--- src/common/frame_decoder_pkg.sv ---
package frame_decoder_pkg;

    // Line coding widths
    localparam int BLOCK_W = 64;
    localparam int HDR_W   = 2;
    localparam int BYTE_W  = 8;
    localparam int KEEP_W  = BLOCK_W / BYTE_W;

    // Bytes carried from one block into the next beat
    localparam int SHIFT_BYTES = 5;

    typedef enum logic [HDR_W-1:0] {
        HDR_DATA = 2'b01,
        HDR_CTRL = 2'b10
    } hdr_e;

    typedef enum logic [BYTE_W-1:0] {
        TYPE_IDLE  = 8'h00,
        TYPE_S1    = 8'h1e,
        TYPE_S2    = 8'h2d,
        TYPE_S3    = 8'h33,
        TYPE_S4    = 8'h4b,
        TYPE_S5    = 8'h55,
        TYPE_T0    = 8'h66,
        TYPE_T1    = 8'h78,
        TYPE_T2    = 8'h87,
        TYPE_T3    = 8'h99,
        TYPE_ERROR = 8'he1,
        TYPE_PAUSE = 8'hff
    } block_type_e;

    typedef enum logic [3:0] {
        KIND_INVALID,
        KIND_DATA,
        KIND_START_SHORT,
        KIND_START_LONG,
        KIND_TERM,
        KIND_IDLE,
        KIND_PAUSE,
        KIND_ERROR,
        KIND_UNKNOWN
    } block_kind_e;

    typedef enum logic [2:0] {
        BEAT_NONE,
        BEAT_SHORT,
        BEAT_FIRST,
        BEAT_MIDDLE,
        BEAT_TERM,
        BEAT_ERROR
    } beat_kind_e;

    typedef enum logic [1:0] {
        PSEL_NONE,
        PSEL_HELD,
        PSEL_INCOMING
    } pause_sel_e;

    typedef enum logic [1:0] {
        FRAME_IDLE,
        IN_FRAME,
        DRAIN
    } frame_state_e;

    // Start and terminate blocks
    typedef struct packed {
        logic [BYTE_W-1:0]             block_type;
        logic [BYTE_W-1:0]             user;
        logic [BYTE_W-1:0]             dest;
        logic [SHIFT_BYTES*BYTE_W-1:0] lead;
    } frame_view_t;

    // Pause and unpause blocks
    typedef struct packed {
        logic [BYTE_W-1:0] block_type;
        logic [BYTE_W-1:0] source;
        logic [BYTE_W-1:0] reserved;
        logic [31:0]       quanta;
        logic [BYTE_W-1:0] low;
    } flow_view_t;

    typedef union packed {
        frame_view_t frame;
        flow_view_t  flow;
    } block_word_u;

endpackage

--- src/common/axis_beat_if.sv ---
`timescale 1ns/1ps

interface axis_beat_if;
    import frame_decoder_pkg::*;

    logic [BLOCK_W-1:0] tdata;
    logic [KEEP_W-1:0]  tkeep;
    logic [BYTE_W-1:0]  tuser;
    logic [BYTE_W-1:0]  tdest;
    logic               tlast;
    logic               tvalid;
    // Pulses once per rejected block
    logic               error;

    modport source (
        output tdata, tkeep, tuser, tdest, tlast, tvalid, error
    );

    modport sink (
        input tdata, tkeep, tuser, tdest, tlast, tvalid, error
    );

endinterface

--- src/beat_assembler.sv ---
`timescale 1ns/1ps

module beat_assembler (
    input  logic                                  clk_in,
    input  logic                                  rst_in,
    input  logic [frame_decoder_pkg::BLOCK_W-1:0] held_payload,
    input  logic [frame_decoder_pkg::BLOCK_W-1:0] payload_in,
    input  frame_decoder_pkg::beat_kind_e         beat_kind,
    input  logic [2:0]                            beat_bytes,
    axis_beat_if.source                           beat
);
    import frame_decoder_pkg::*;

    localparam int LEAD_W  = SHIFT_BYTES * BYTE_W;
    localparam int CARRY_W = BLOCK_W - LEAD_W;

    block_word_u        held_w;
    logic [BLOCK_W-1:0] data_full;
    logic [BLOCK_W-1:0] byte_mask;
    logic [KEEP_W-1:0]  keep_next;
    logic               valid_next;
    logic               last_next;
    logic               error_next;
    logic               latch_tags;

    assign held_w = held_payload;

    always_comb begin
        data_full  = '0;
        keep_next  = '0;
        valid_next = 1'b0;
        last_next  = 1'b0;
        error_next = 1'b0;
        latch_tags = 1'b0;
        case (beat_kind)
            BEAT_SHORT: begin
                data_full  = {held_w.frame.lead, {CARRY_W{1'b0}}};
                keep_next  = ~({KEEP_W{1'b1}} >> beat_bytes);
                valid_next = 1'b1;
                last_next  = 1'b1;
                latch_tags = 1'b1;
            end
            BEAT_FIRST, BEAT_MIDDLE: begin
                data_full  = {held_w.frame.lead, payload_in[BLOCK_W-1 -: CARRY_W]};
                keep_next  = {KEEP_W{1'b1}};
                valid_next = 1'b1;
                latch_tags = (beat_kind == BEAT_FIRST);
            end
            BEAT_TERM: begin
                // Terminate bytes start right below the type byte
                data_full  = {held_w.frame.lead, payload_in[BLOCK_W-BYTE_W-1 -: CARRY_W]};
                keep_next  = ~({KEEP_W{1'b1}} >> (SHIFT_BYTES + int'(beat_bytes)));
                valid_next = 1'b1;
                last_next  = 1'b1;
            end
            BEAT_ERROR: begin
                error_next = 1'b1;
            end
            default: begin
            end
        endcase

        for (int i = 0; i < KEEP_W; i++) begin
            byte_mask[i*BYTE_W +: BYTE_W] = {BYTE_W{keep_next[i]}};
        end
    end

    always_ff @(posedge clk_in) begin
        if (rst_in) begin
            beat.tdata  <= '0;
            beat.tkeep  <= '0;
            beat.tuser  <= '0;
            beat.tdest  <= '0;
            beat.tlast  <= 1'b0;
            beat.tvalid <= 1'b0;
            beat.error  <= 1'b0;
        end else begin
            beat.tdata  <= data_full & byte_mask;
            beat.tkeep  <= keep_next;
            beat.tlast  <= last_next;
            beat.tvalid <= valid_next;
            beat.error  <= error_next;
            // Frame tags hold until the next start
            if (latch_tags) begin
                beat.tuser <= held_w.frame.user;
                beat.tdest <= held_w.frame.dest;
            end
        end
    end

endmodule

--- src/block_classifier.sv ---
`timescale 1ns/1ps

module block_classifier (
    input  logic [frame_decoder_pkg::HDR_W-1:0]  header,
    input  logic [frame_decoder_pkg::BYTE_W-1:0] type_byte,
    input  logic                                 valid,
    output frame_decoder_pkg::block_kind_e       kind,
    output logic [2:0]                           byte_count
);
    import frame_decoder_pkg::*;

    always_comb begin
        kind       = KIND_UNKNOWN;
        byte_count = 3'd0;
        if (!valid) begin
            kind = KIND_INVALID;
        end else if (header == HDR_DATA) begin
            kind = KIND_DATA;
        end else if (header == HDR_CTRL) begin
            case (type_byte)
                TYPE_S1:    begin kind = KIND_START_SHORT; byte_count = 3'd1; end
                TYPE_S2:    begin kind = KIND_START_SHORT; byte_count = 3'd2; end
                TYPE_S3:    begin kind = KIND_START_SHORT; byte_count = 3'd3; end
                TYPE_S4:    begin kind = KIND_START_SHORT; byte_count = 3'd4; end
                TYPE_S5:    kind = KIND_START_LONG;
                TYPE_T0:    begin kind = KIND_TERM; byte_count = 3'd0; end
                TYPE_T1:    begin kind = KIND_TERM; byte_count = 3'd1; end
                TYPE_T2:    begin kind = KIND_TERM; byte_count = 3'd2; end
                TYPE_T3:    begin kind = KIND_TERM; byte_count = 3'd3; end
                TYPE_IDLE:  kind = KIND_IDLE;
                TYPE_PAUSE: kind = KIND_PAUSE;
                TYPE_ERROR: kind = KIND_ERROR;
                // Spilling terminates land here as well
                default:    kind = KIND_UNKNOWN;
            endcase
        end
    end

endmodule

--- src/decoder_ctrl.sv ---
`timescale 1ns/1ps

module decoder_ctrl (
    input  logic                                  clk_in,
    input  logic                                  rst_in,
    input  logic [frame_decoder_pkg::BLOCK_W-1:0] payload_in,
    input  logic [frame_decoder_pkg::HDR_W-1:0]   header_in,
    input  logic                                  valid_in,
    input  frame_decoder_pkg::block_kind_e        in_kind,
    input  logic [2:0]                            in_bytes,
    input  frame_decoder_pkg::block_kind_e        held_kind,
    input  logic [2:0]                            held_bytes,
    output logic [frame_decoder_pkg::BLOCK_W-1:0] held_payload,
    output logic [frame_decoder_pkg::HDR_W-1:0]   held_header,
    output logic                                  held_valid,
    output frame_decoder_pkg::beat_kind_e         beat_kind,
    output logic [2:0]                            beat_bytes,
    output frame_decoder_pkg::pause_sel_e         pause_sel
);
    import frame_decoder_pkg::*;

    frame_state_e state;
    frame_state_e next_state;
    logic         load_held;
    logic         frame_open;

    // A held S5 waits on the incoming block just like an open frame
    assign frame_open = (state == IN_FRAME) || (held_kind == KIND_START_LONG);

    always_comb begin
        load_held  = 1'b1;
        beat_kind  = BEAT_NONE;
        beat_bytes = 3'd0;
        pause_sel  = PSEL_NONE;
        next_state = state;

        if (state == DRAIN) begin
            // Held terminate is dropped by loading over it
            next_state = FRAME_IDLE;
        end else begin
            case (held_kind)
                KIND_INVALID, KIND_IDLE: begin
                end
                KIND_PAUSE: begin
                    pause_sel = PSEL_HELD;
                end
                KIND_START_SHORT: begin
                    beat_kind  = BEAT_SHORT;
                    beat_bytes = held_bytes;
                end
                KIND_START_LONG, KIND_DATA: begin
                    if (frame_open) begin
                        case (in_kind)
                            KIND_DATA: begin
                                beat_kind  = (held_kind == KIND_START_LONG) ?
                                             BEAT_FIRST : BEAT_MIDDLE;
                                next_state = IN_FRAME;
                            end
                            KIND_TERM: begin
                                beat_kind  = BEAT_TERM;
                                beat_bytes = in_bytes;
                                next_state = DRAIN;
                            end
                            KIND_PAUSE: begin
                                pause_sel = PSEL_INCOMING;
                                load_held = 1'b0;
                            end
                            KIND_IDLE, KIND_INVALID: begin
                                load_held = 1'b0;
                            end
                            default: begin
                                // Frame dropped, offending block reported once held
                                next_state = FRAME_IDLE;
                            end
                        endcase
                    end else begin
                        beat_kind = BEAT_ERROR;
                    end
                end
                default: begin
                    beat_kind = BEAT_ERROR;
                end
            endcase
        end
    end

    always_ff @(posedge clk_in) begin
        if (rst_in) begin
            state      <= FRAME_IDLE;
            held_valid <= 1'b0;
        end else begin
            state <= next_state;
            if (load_held) begin
                held_valid <= valid_in;
            end
        end
    end

    always_ff @(posedge clk_in) begin
        if (load_held) begin
            held_payload <= payload_in;
            held_header  <= header_in;
        end
    end

endmodule

--- src/frame_decoder_top.sv ---
`timescale 1ns/1ps

module frame_decoder_top (
    input  logic                                  clk_in,
    input  logic                                  rst_in,
    input  logic [frame_decoder_pkg::BLOCK_W-1:0] payload_in,
    input  logic [frame_decoder_pkg::HDR_W-1:0]   header_in,
    input  logic                                  valid_in,
    output logic [frame_decoder_pkg::BLOCK_W-1:0] m_axis_tdata,
    output logic [frame_decoder_pkg::KEEP_W-1:0]  m_axis_tkeep,
    output logic [frame_decoder_pkg::BYTE_W-1:0]  m_axis_tuser,
    output logic [frame_decoder_pkg::BYTE_W-1:0]  m_axis_tdest,
    output logic                                  m_axis_tlast,
    output logic                                  m_axis_tvalid,
    output logic                                  m_error,
    output logic                                  pause_out,
    output logic                                  unpause_out,
    output logic [frame_decoder_pkg::BYTE_W-1:0]  pause_src_out
);
    import frame_decoder_pkg::*;

    logic [BLOCK_W-1:0] held_payload;
    logic [HDR_W-1:0]   held_header;
    logic               held_valid;
    block_kind_e        held_kind;
    logic [2:0]         held_bytes;
    block_kind_e        in_kind;
    logic [2:0]         in_bytes;
    beat_kind_e         beat_kind;
    logic [2:0]         beat_bytes;
    pause_sel_e         pause_sel;

    axis_beat_if beat_bus ();

    decoder_ctrl ctrl (
        .clk_in       (clk_in),
        .rst_in       (rst_in),
        .payload_in   (payload_in),
        .header_in    (header_in),
        .valid_in     (valid_in),
        .in_kind      (in_kind),
        .in_bytes     (in_bytes),
        .held_kind    (held_kind),
        .held_bytes   (held_bytes),
        .held_payload (held_payload),
        .held_header  (held_header),
        .held_valid   (held_valid),
        .beat_kind    (beat_kind),
        .beat_bytes   (beat_bytes),
        .pause_sel    (pause_sel)
    );

    block_classifier held_cls (
        .header     (held_header),
        .type_byte  (held_payload[BLOCK_W-1 -: BYTE_W]),
        .valid      (held_valid),
        .kind       (held_kind),
        .byte_count (held_bytes)
    );

    block_classifier in_cls (
        .header     (header_in),
        .type_byte  (payload_in[BLOCK_W-1 -: BYTE_W]),
        .valid      (valid_in),
        .kind       (in_kind),
        .byte_count (in_bytes)
    );

    beat_assembler assembler (
        .clk_in       (clk_in),
        .rst_in       (rst_in),
        .held_payload (held_payload),
        .payload_in   (payload_in),
        .beat_kind    (beat_kind),
        .beat_bytes   (beat_bytes),
        .beat         (beat_bus.source)
    );

    pause_decoder pause_dec (
        .clk_in        (clk_in),
        .rst_in        (rst_in),
        .held_payload  (held_payload),
        .payload_in    (payload_in),
        .pause_sel     (pause_sel),
        .pause_out     (pause_out),
        .unpause_out   (unpause_out),
        .pause_src_out (pause_src_out)
    );

    assign m_axis_tdata  = beat_bus.tdata;
    assign m_axis_tkeep  = beat_bus.tkeep;
    assign m_axis_tuser  = beat_bus.tuser;
    assign m_axis_tdest  = beat_bus.tdest;
    assign m_axis_tlast  = beat_bus.tlast;
    assign m_axis_tvalid = beat_bus.tvalid;
    assign m_error       = beat_bus.error;

endmodule

--- src/pause_decoder.sv ---
`timescale 1ns/1ps

module pause_decoder (
    input  logic                                  clk_in,
    input  logic                                  rst_in,
    input  logic [frame_decoder_pkg::BLOCK_W-1:0] held_payload,
    input  logic [frame_decoder_pkg::BLOCK_W-1:0] payload_in,
    input  frame_decoder_pkg::pause_sel_e         pause_sel,
    output logic                                  pause_out,
    output logic                                  unpause_out,
    output logic [frame_decoder_pkg::BYTE_W-1:0]  pause_src_out
);
    import frame_decoder_pkg::*;

    block_word_u sel_w;
    logic        full_quanta;

    assign sel_w       = (pause_sel == PSEL_HELD) ? held_payload : payload_in;
    // All ones quanta means pause, anything else releases
    assign full_quanta = &sel_w.flow.quanta;

    always_ff @(posedge clk_in) begin
        if (rst_in) begin
            pause_out     <= 1'b0;
            unpause_out   <= 1'b0;
            pause_src_out <= '0;
        end else if (pause_sel != PSEL_NONE) begin
            pause_out     <= full_quanta;
            unpause_out   <= !full_quanta;
            pause_src_out <= sel_w.flow.source;
        end else begin
            pause_out     <= 1'b0;
            unpause_out   <= 1'b0;
            pause_src_out <= '0;
        end
    end

endmodule
--- config.mk ---
export PLATFORM = sky130hd
export DESIGN_NAME = frame_decoder_top
export DESIGN_NICKNAME = d
export VERILOG_FILES = /design/src/common/frame_decoder_pkg.sv /design/src/common/axis_beat_if.sv /design/src/beat_assembler.sv /design/src/block_classifier.sv /design/src/decoder_ctrl.sv /design/src/frame_decoder_top.sv /design/src/pause_decoder.sv
export SDC_FILE = /design/constraint.sdc
export NUM_CORES = 1
export LEC_CHECK = 0
export BUFFER_PORTS_ARGS = -buffer_cell sky130_fd_sc_hd__buf_2
export CORE_MARGIN = 2
export CORE_UTILIZATION = 57
export DETAILED_ROUTE_END_ITERATION = 8
export GPL_TIMING_DRIVEN = 0
export MAX_ROUTING_LAYER = met4
export PLACE_DENSITY = 0.82
export SLEW_MARGIN = 20
export SYNTH_ARGS = -nofsm -noshare
export SYNTH_HDL_FRONTEND = slang
export SYNTH_HIERARCHICAL = 1
export SYNTH_SLANG_ARGS = --single-unit
export TNS_END_PERCENT = 1
--- constraint.sdc ---
create_clock -name clk_in -period 11.6 [get_ports clk_in]
set_input_delay 3.48 -clock clk_in [delete_from_list [all_inputs] [get_ports clk_in]]
set_output_delay 3.48 -clock clk_in [all_outputs]
set_load 0.01 [all_outputs]
After elaboration in Yosys (flattened, before gate mapping)
Cells that the tools add are included.

cells by class
  bitwise logic cells = 5
  add/subtract/negate cells = 1
  shift operators = 2
  reduce and logical (&&, ||, !) cells = 27
  equality and inequality tests = 43
  mux-type cells = 41

operators with widths
  cell                                                  count
  case mux 64 bit (3 select lines)                      1
  AND 64 bit                                            1
  equality test 8 x 7 -> 1 bit (second input constant)  8
  equality test 8 bit (second input constant)           8
  two-way mux 56 bit                                    1
  case mux 4 bit (6 select lines)                       2
  two-way mux 3 bit                                     11
  equality test 8 x 6 -> 1 bit (second input constant)  4
  AND reduction 32 bit                                  1
  right shift 8 x 32 -> 8 bit (first input constant)    1
  two-way mux 4 bit                                     6
  case mux 3 bit (4 select lines)                       2
  case mux 8 bit (3 select lines)                       1
  OR reduction 2 bit                                    11
  equality test 4 x 3 -> 1 bit (second input constant)  5
  OR reduction 4 bit                                    5
  equality test 8 x 5 -> 1 bit (second input constant)  2
  zero test 8 bit                                       2
  inverter 8 bit                                        2
  case mux 3 bit (2 select lines)                       2
  case mux 3 bit (3 select lines)                       1
  equality test 2 x 1 -> 1 bit (second input constant)  4
  equality test 4 x 1 -> 1 bit (second input constant)  2
  equality test 4 x 2 -> 1 bit (second input constant)  2
  other kinds (18)                                      34

word-level totals
  register bits = 170
  output and inout port bits = 101

Longest topological paths before layout
  depth in word-level cells = 16
  mapped depth = 15
  depth with buffers taken out = 12

Cells and area by module
Netlist, hierarchy kept.

modules (own cells, without submodules)
  module            area an instance (µm²)  cells each  times used  seq. area each (µm²)
  beat_assembler    3,280.6                 284         1           1,821.7
  decoder_ctrl      2,374.8                 118         1           2,042.0
  block_classifier  402.9                   57          2           0.0
  pause_decoder     519.2                   58          1           200.2

Worst setup path before layout
No wires, ideal clock.

  path type = input -> register
  from = input payload_in[59] (netlist bit)
  to = register ctrl/held_header[0] (netlist bit) (enable)
  data arrival time = 6.205 ns
  stages = 7
  setup slack = 4.966 ns
  data required time = 11.171 ns
  cell sequence = or4_1 -> a21oi_1 -> nand4b_1 -> and2b_1 -> nand2b_1 -> a31oi_1 -> or2_1

between the ends
  longest elaborated chain between the ends = 12
  elaborated cells between the ends (all ways) = 26
  classes of those cells = eq/ne: 13; mux: 8; reduce/logical: 5

RTL lines
  what                                                             line                     RTL
  start, declared                                                  frame_decoder_top.sv:6   input logic [frame_decoder_pkg::BLOCK_W-1:0] payload_in,
  equality test 8 x 7 -> 1 bit (tied with other cells)             block_classifier.sv:20   case (type_byte)
  OR reduction 4 bit (no line)                                     -
  case mux 4 bit (6 select lines) *                                block_classifier.sv:20
  two-way mux 4 bit *                                              block_classifier.sv:19   end else if (header == HDR_CTRL) begin
  two-way mux 4 bit *                                              block_classifier.sv:17   end else if (header == HDR_DATA) begin
  two-way mux 4 bit *                                              block_classifier.sv:15   if (!valid) begin
  via in_kind[2]                                                   frame_decoder_top.sv:27  block_kind_e in_kind;
  equality test 4 x 3 -> 1 bit or zero test 4 bit (tied branches)  decoder_ctrl.sv:53       case (in_kind)
  OR reduction 3 bit (no line) *                                   -
  two-way mux 1 bit *                                              decoder_ctrl.sv:53
  two-way mux 1 bit *                                              decoder_ctrl.sv:52       if (frame_open) begin
  two-way mux 1 bit *                                              decoder_ctrl.sv:41       case (held_kind)
  two-way mux 1 bit *                                              decoder_ctrl.sv:37       if (state == DRAIN) begin
  via ctrl.load_held                                               decoder_ctrl.sv:24       logic load_held;
  end signal, assigned                                             decoder_ctrl.sv:102      held_header <= header_in;
  end, declared                                                    decoder_ctrl.sv:14       output logic [frame_decoder_pkg::HDR_W-1:0] held_header,

Mark *: on every way through the listed nets, which the timed path passes. The rest lies on a longest branch.
A chain may end at the register's enable or synchronous reset.

Worst setup path in the final report
  from = input payload_in[57] (netlist bit)
  to = register assembler.beat.tdata[4]

between the ends
  longest elaborated chain between the ends = 16
  elaborated cells between the ends (all ways) = 48
  classes of those cells = add/sub: 1; eq/ne: 17; shift: 2; mux: 18; bitwise: 3; reduce/logical: 7

RTL lines
  what                                                  line                     RTL
  equality test 8 x 7 -> 1 bit (tied with other cells)  block_classifier.sv:20
  OR reduction 4 bit (no line)                          -
  case mux 4 bit (6 select lines) *                     block_classifier.sv:20
  two-way mux 4 bit *                                   block_classifier.sv:19
  two-way mux 4 bit *                                   block_classifier.sv:17
  two-way mux 4 bit *                                   block_classifier.sv:15
  via in_kind[2]                                        frame_decoder_top.sv:27
  equality test 4 x 3 -> 1 bit *                        decoder_ctrl.sv:53
  [2 not listed]                                        -
  case mux 3 bit (2 select lines) *                     decoder_ctrl.sv:41
  two-way mux 3 bit *                                   decoder_ctrl.sv:37
  via beat_bytes[0]                                     frame_decoder_top.sv:30  logic [2:0] beat_bytes;
  adder 3 x 3 -> 4 bit                                  beat_assembler.sv:52     keep_next = ~({KEEP_W{1'b1}} >> (SHIFT_BYTES + int'(beat_bytes)));
  right shift 8 x 32 -> 8 bit                           beat_assembler.sv:52
  inverter 8 bit                                        beat_assembler.sv:52
  case mux 8 bit (3 select lines) *                     beat_assembler.sv:35     case (beat_kind)
  AND 64 bit *                                          beat_assembler.sv:78     beat.tdata <= data_full & byte_mask;
  end signal, assigned                                  beat_assembler.sv:78
  end, declared                                         axis_beat_if.sv:16       output tdata, tkeep, tuser, tdest, tlast, tvalid, error

Marks and branches as above.

==> metrics <==
area share of the largest cell type after synthesis=29.8%; leading cell types by total area after synthesis=dfxtp_1 (30%), edfxtp_1 (28%), nand2b_1 (3.7%); total overflow reported by the global router=0; clock sink count=170; floorplan die area=0.0131 mm^2; IO Port Bufs=169; post-synthesis async set-or-reset flop share=0%; worst min-delay path category=reg -> reg; top flip-flop cell by instance count after synthesis=dfxtp_1; Core Rows=40; actual slew at the worst max-slew pin=0.773 ns; final layout net count=832; largest area contributor in the synthesized netlist=dfxtp_1; run status=completed; H-tree levels=4; number of global-route vias before repair=5,207; critical path endpoint category=flip-flop; share of synthesized area occupied by flip-flops and latches=58.2%; power share of the sequential group=49.1%; CP Max Fanout=10; multi-input combinational cell area=0.00267 mm^2; signed area change from the synthesized netlist to the final layout=23.8%; Netlist cell types=68; wire length of the first global-routing pass=25,900 um; clock transition at the register clock pins on the worst setup and hold paths after CTS=0.06 ns; slowest cell on the critical path=or4b_4; IR Drop Worst-Case VDD=121 uV; most common library cell in the layout ignoring fill and taps=buf_2; overall routing resource usage=26.4%; upper clock frequency limit=146 MHz; First-pass DRT Iterations=5; violation count after the first detailed-route iteration=460; Die W=115 um; number of remaining DRC errors=0; hold bufs inserted after CTS=0; highest-count cells in the layout ignoring fill and taps=buf_2 (184), dfxtp_1 (104), edfxtp_1 (66); post-synthesis instance area=0.00698 mm^2; part of the total power dissipated in combinational logic=8.1%; post-synthesis sequential element count=170; Die Ht=115 um; vias per inst=5.87; via count of the routed design=5,422; sw power=0.295 mW; wire length per cell=18.1 um; switching part of the total=22.2%; non-filler cells, final=923; Reg2Reg Setup Slack=7.88 ns; worst clock skew=0.00702 ns; antenna violations before repair=0; maximum number of pins on one net before global-route repair=44; Final Slew Violations=0; Total Negative Setup Slacks=0 ns; Pwr Density=154 mW/mm^2; Worst R2R End=assembler/beat.tdata[4]$_SDFF_PP0_; clock period minus worst slack=6.84 ns; Detailed Place HPWL=12,000 um; RSZ-0062 raised after global routing=false; category of the worst setup path launch point=input pin; Hold Path Stages=2; worst slew slack as a fraction of its limit=48.1%; postcts setup bufs=0; buffer type at the clock tree root=clkbuf_16; critical path capture point=assembler/beat.tdata[4]$_SDFF_PP0_; number of max-cap violations=0; post-synth net total=643; cts repair resizes=0; CTS max path bufs=2; post-synthesis cell count=574; ant diodes=0; cell internal pwr=1.03 mW; FF-to-FF path depth=13; fraction of layout cells with a size suffix above 1=34.9%; final-layout fill cell count=836; Most common cell on crit path=nor2_1; Final Cycle Share=59.0%; power share of the clock group=42.8%; post-synthesis average cell area=12.2 um^2; CTS buffer count=17; FF/Latch Area=0.00406 mm^2; count of boundary I/O pins=170; RD Place Congestion=0.867; yosys warns=6; number of flops mapped to enable cells by yosys=66; Setup CP Type=in -> reg; endpoints failing setup=0; clock tree from TritonCTS=built; worst reg2reg startpoint=ctrl/held_payload[61]$_DFFE_PP_; number of cells after detailed placement=891; Post-Route WL=16,700 um; Initial Utilization=58.4%; worst path cell trace=buf_2, nor4bb_1, nand4_1, nand4b_1, and2b_1, or4b_4, a2111oi_4, a22oi_1, nor2_1, a21o_1, buf_1, a32oi_1, nor2_1; remaining antenna violation count=0; slowest stage delay, CP=0.52 ns; Worst-Skew Late Latency=0.42 ns; arrival time of data at the critical path endpoint=7.20 ns; Hold Fails Final Rpt=0; Critical Path RT=11.96 ns; critical path launch point=payload_in[57]; CORE AREA=0.0120 mm^2; Leakage=3.55 nW
==> per-stage QoR <==
stage / instance area, um^2 / utilization (%) / power, mW / hold WS, ns / worst slack [ns]
6_report: 8640 / 72.2 / 1.33 / 0.471 / 4.76
5_1_grt: 8640 / 72.2 / 1.37 / 0.491 / 4.52
4_1_cts: 8640 / 72.2 / 1.33 / 0.473 / 4.86
3_5_place_dp: 8030 / 67.2 / 0.771 / 0.460 / 4.50
3_3_place_gp: 8010 / 67.0 / 0.766 / 0.454 / 4.05
2_1_floorplan: 6980 / - / 0.725 / 0.448 / 4.97
==> kinds of logic after synthesis <==
kind of cell / Yosys count / share of synthesized area, %
XOR/XNOR: 3 / 0.376
AND/OR/NAND/NOR: 252 / 25.3
flip-flops: 170 / 58.2
buffers and inverters: 42 / 3.55
multiplexers: 16 / 2.29
AO/OA/AOI/OAI: 91 / 10.3
==> power by group through the flow <==
stage                     clock network [mW]  registers [mW]  logic, mW
after floorplan                            0           0.668     0.0573
after global placement                     0           0.663      0.103
after detailed placement                   0           0.665      0.106
after CTS                              0.573           0.652      0.107
after global routing                   0.596           0.654      0.116
final                                  0.568           0.652      0.107
==> Yosys cell counts (all sizes together), types with 2 or more instances <==
cell type and instances:
a31oi 5, nand4 24, and2b 3, a21o 3, and4bb 12, a21oi 12
nand2 16, nor2b 6, and2 24, or3b 3, a2bb2oi 2, nor2 40
dfxtp 104, nand3b 2, and4 4, mux2i 16, clkbuf 8, nor3b 17
a32oi 8, nand2b 41, o2111ai 2, or2 4, inv 6, nor4bb 10
buf 28, or4 2, xnor2 3, or4b 2, nor4b 3, a22oi 27
o21ai 13, a41oi 4, edfxtp 66, o21a 2, nor3 20, a2111oi 2
a211o 2, nand4b 6, nor4 10
==> cell type report <==
class	instances	share of cell area, %
Timing Repair Buffer	170	10.0
Buffer	36	2.61
Tap cell	147	2.13
Clock inverter	10	1.30
Multi-Input combinational cell	362	30.9
Sequential cell	170	47.0
Clock buffer	22	5.73
Inverter	6	0.261
==> worst max-delay path: cells and delay by family <==
kind / cells / cell delay (ns)
AO/OA/AOI/OAI: 4 / 0.99
buffers and inverters: 2 / 0.53
AND/OR/NAND/NOR: 7 / 2.20
==> state kept, by name (all words and copies together) (netlist names) <==
name / flops
assembler/beat.tuser: 8
assembler/beat.tdest: 8
ctrl/held_valid: 1
assembler/beat.error: 1
pause_dec/unpause_out: 1
assembler/beat.tkeep: 8
assembler/beat.tvalid: 1
pause_dec/pause_out: 1
pause_dec/pause_src_out: 8
assembler/beat.tlast: 1
ctrl/held_header: 2
ctrl/held_payload: 64
assembler/beat.tdata: 64
ctrl/state: 2
==> how the worst min path moves through the flow <==
stage	start	to	slack (ns)
after CTS	assembler/beat.tuser[1]$_SDFFE_PP0P_	assembler/beat.tuser[1]$_SDFFE_PP0P_	0.47
after detailed placement	assembler/beat.tuser[1]$_SDFFE_PP0P_	assembler/beat.tuser[1]$_SDFFE_PP0P_	0.46
after global routing	ctrl/held_payload[18]$_DFFE_PP_	assembler/beat.tdata[42]$_SDFF_PP0_	0.49
after floorplan	ctrl/held_payload[8]$_DFFE_PP_	assembler/beat.tdata[32]$_SDFF_PP0_	0.45
after global placement	ctrl/held_payload[17]$_DFFE_PP_	assembler/beat.tdata[41]$_SDFF_PP0_	0.45
final	assembler/beat.tuser[3]$_SDFFE_PP0P_	assembler/beat.tuser[3]$_SDFFE_PP0P_	0.47
==> metal layers <==
layer / GRT usage (%) / vias up / part of all wire [%] / routed length (um)
met5: - / - / 0 / 0
met4: 8.54 / 0 / 1.5 / 253
met3: 7.83 / 23 / 8.5 / 1420
met2: 41.1 / 253 / 47 / 7880
met1: 33.4 / 2608 / 43 / 7130
li1: - / 2538 / - / -
No activity file was read; power rests on OpenSTA's default activity.
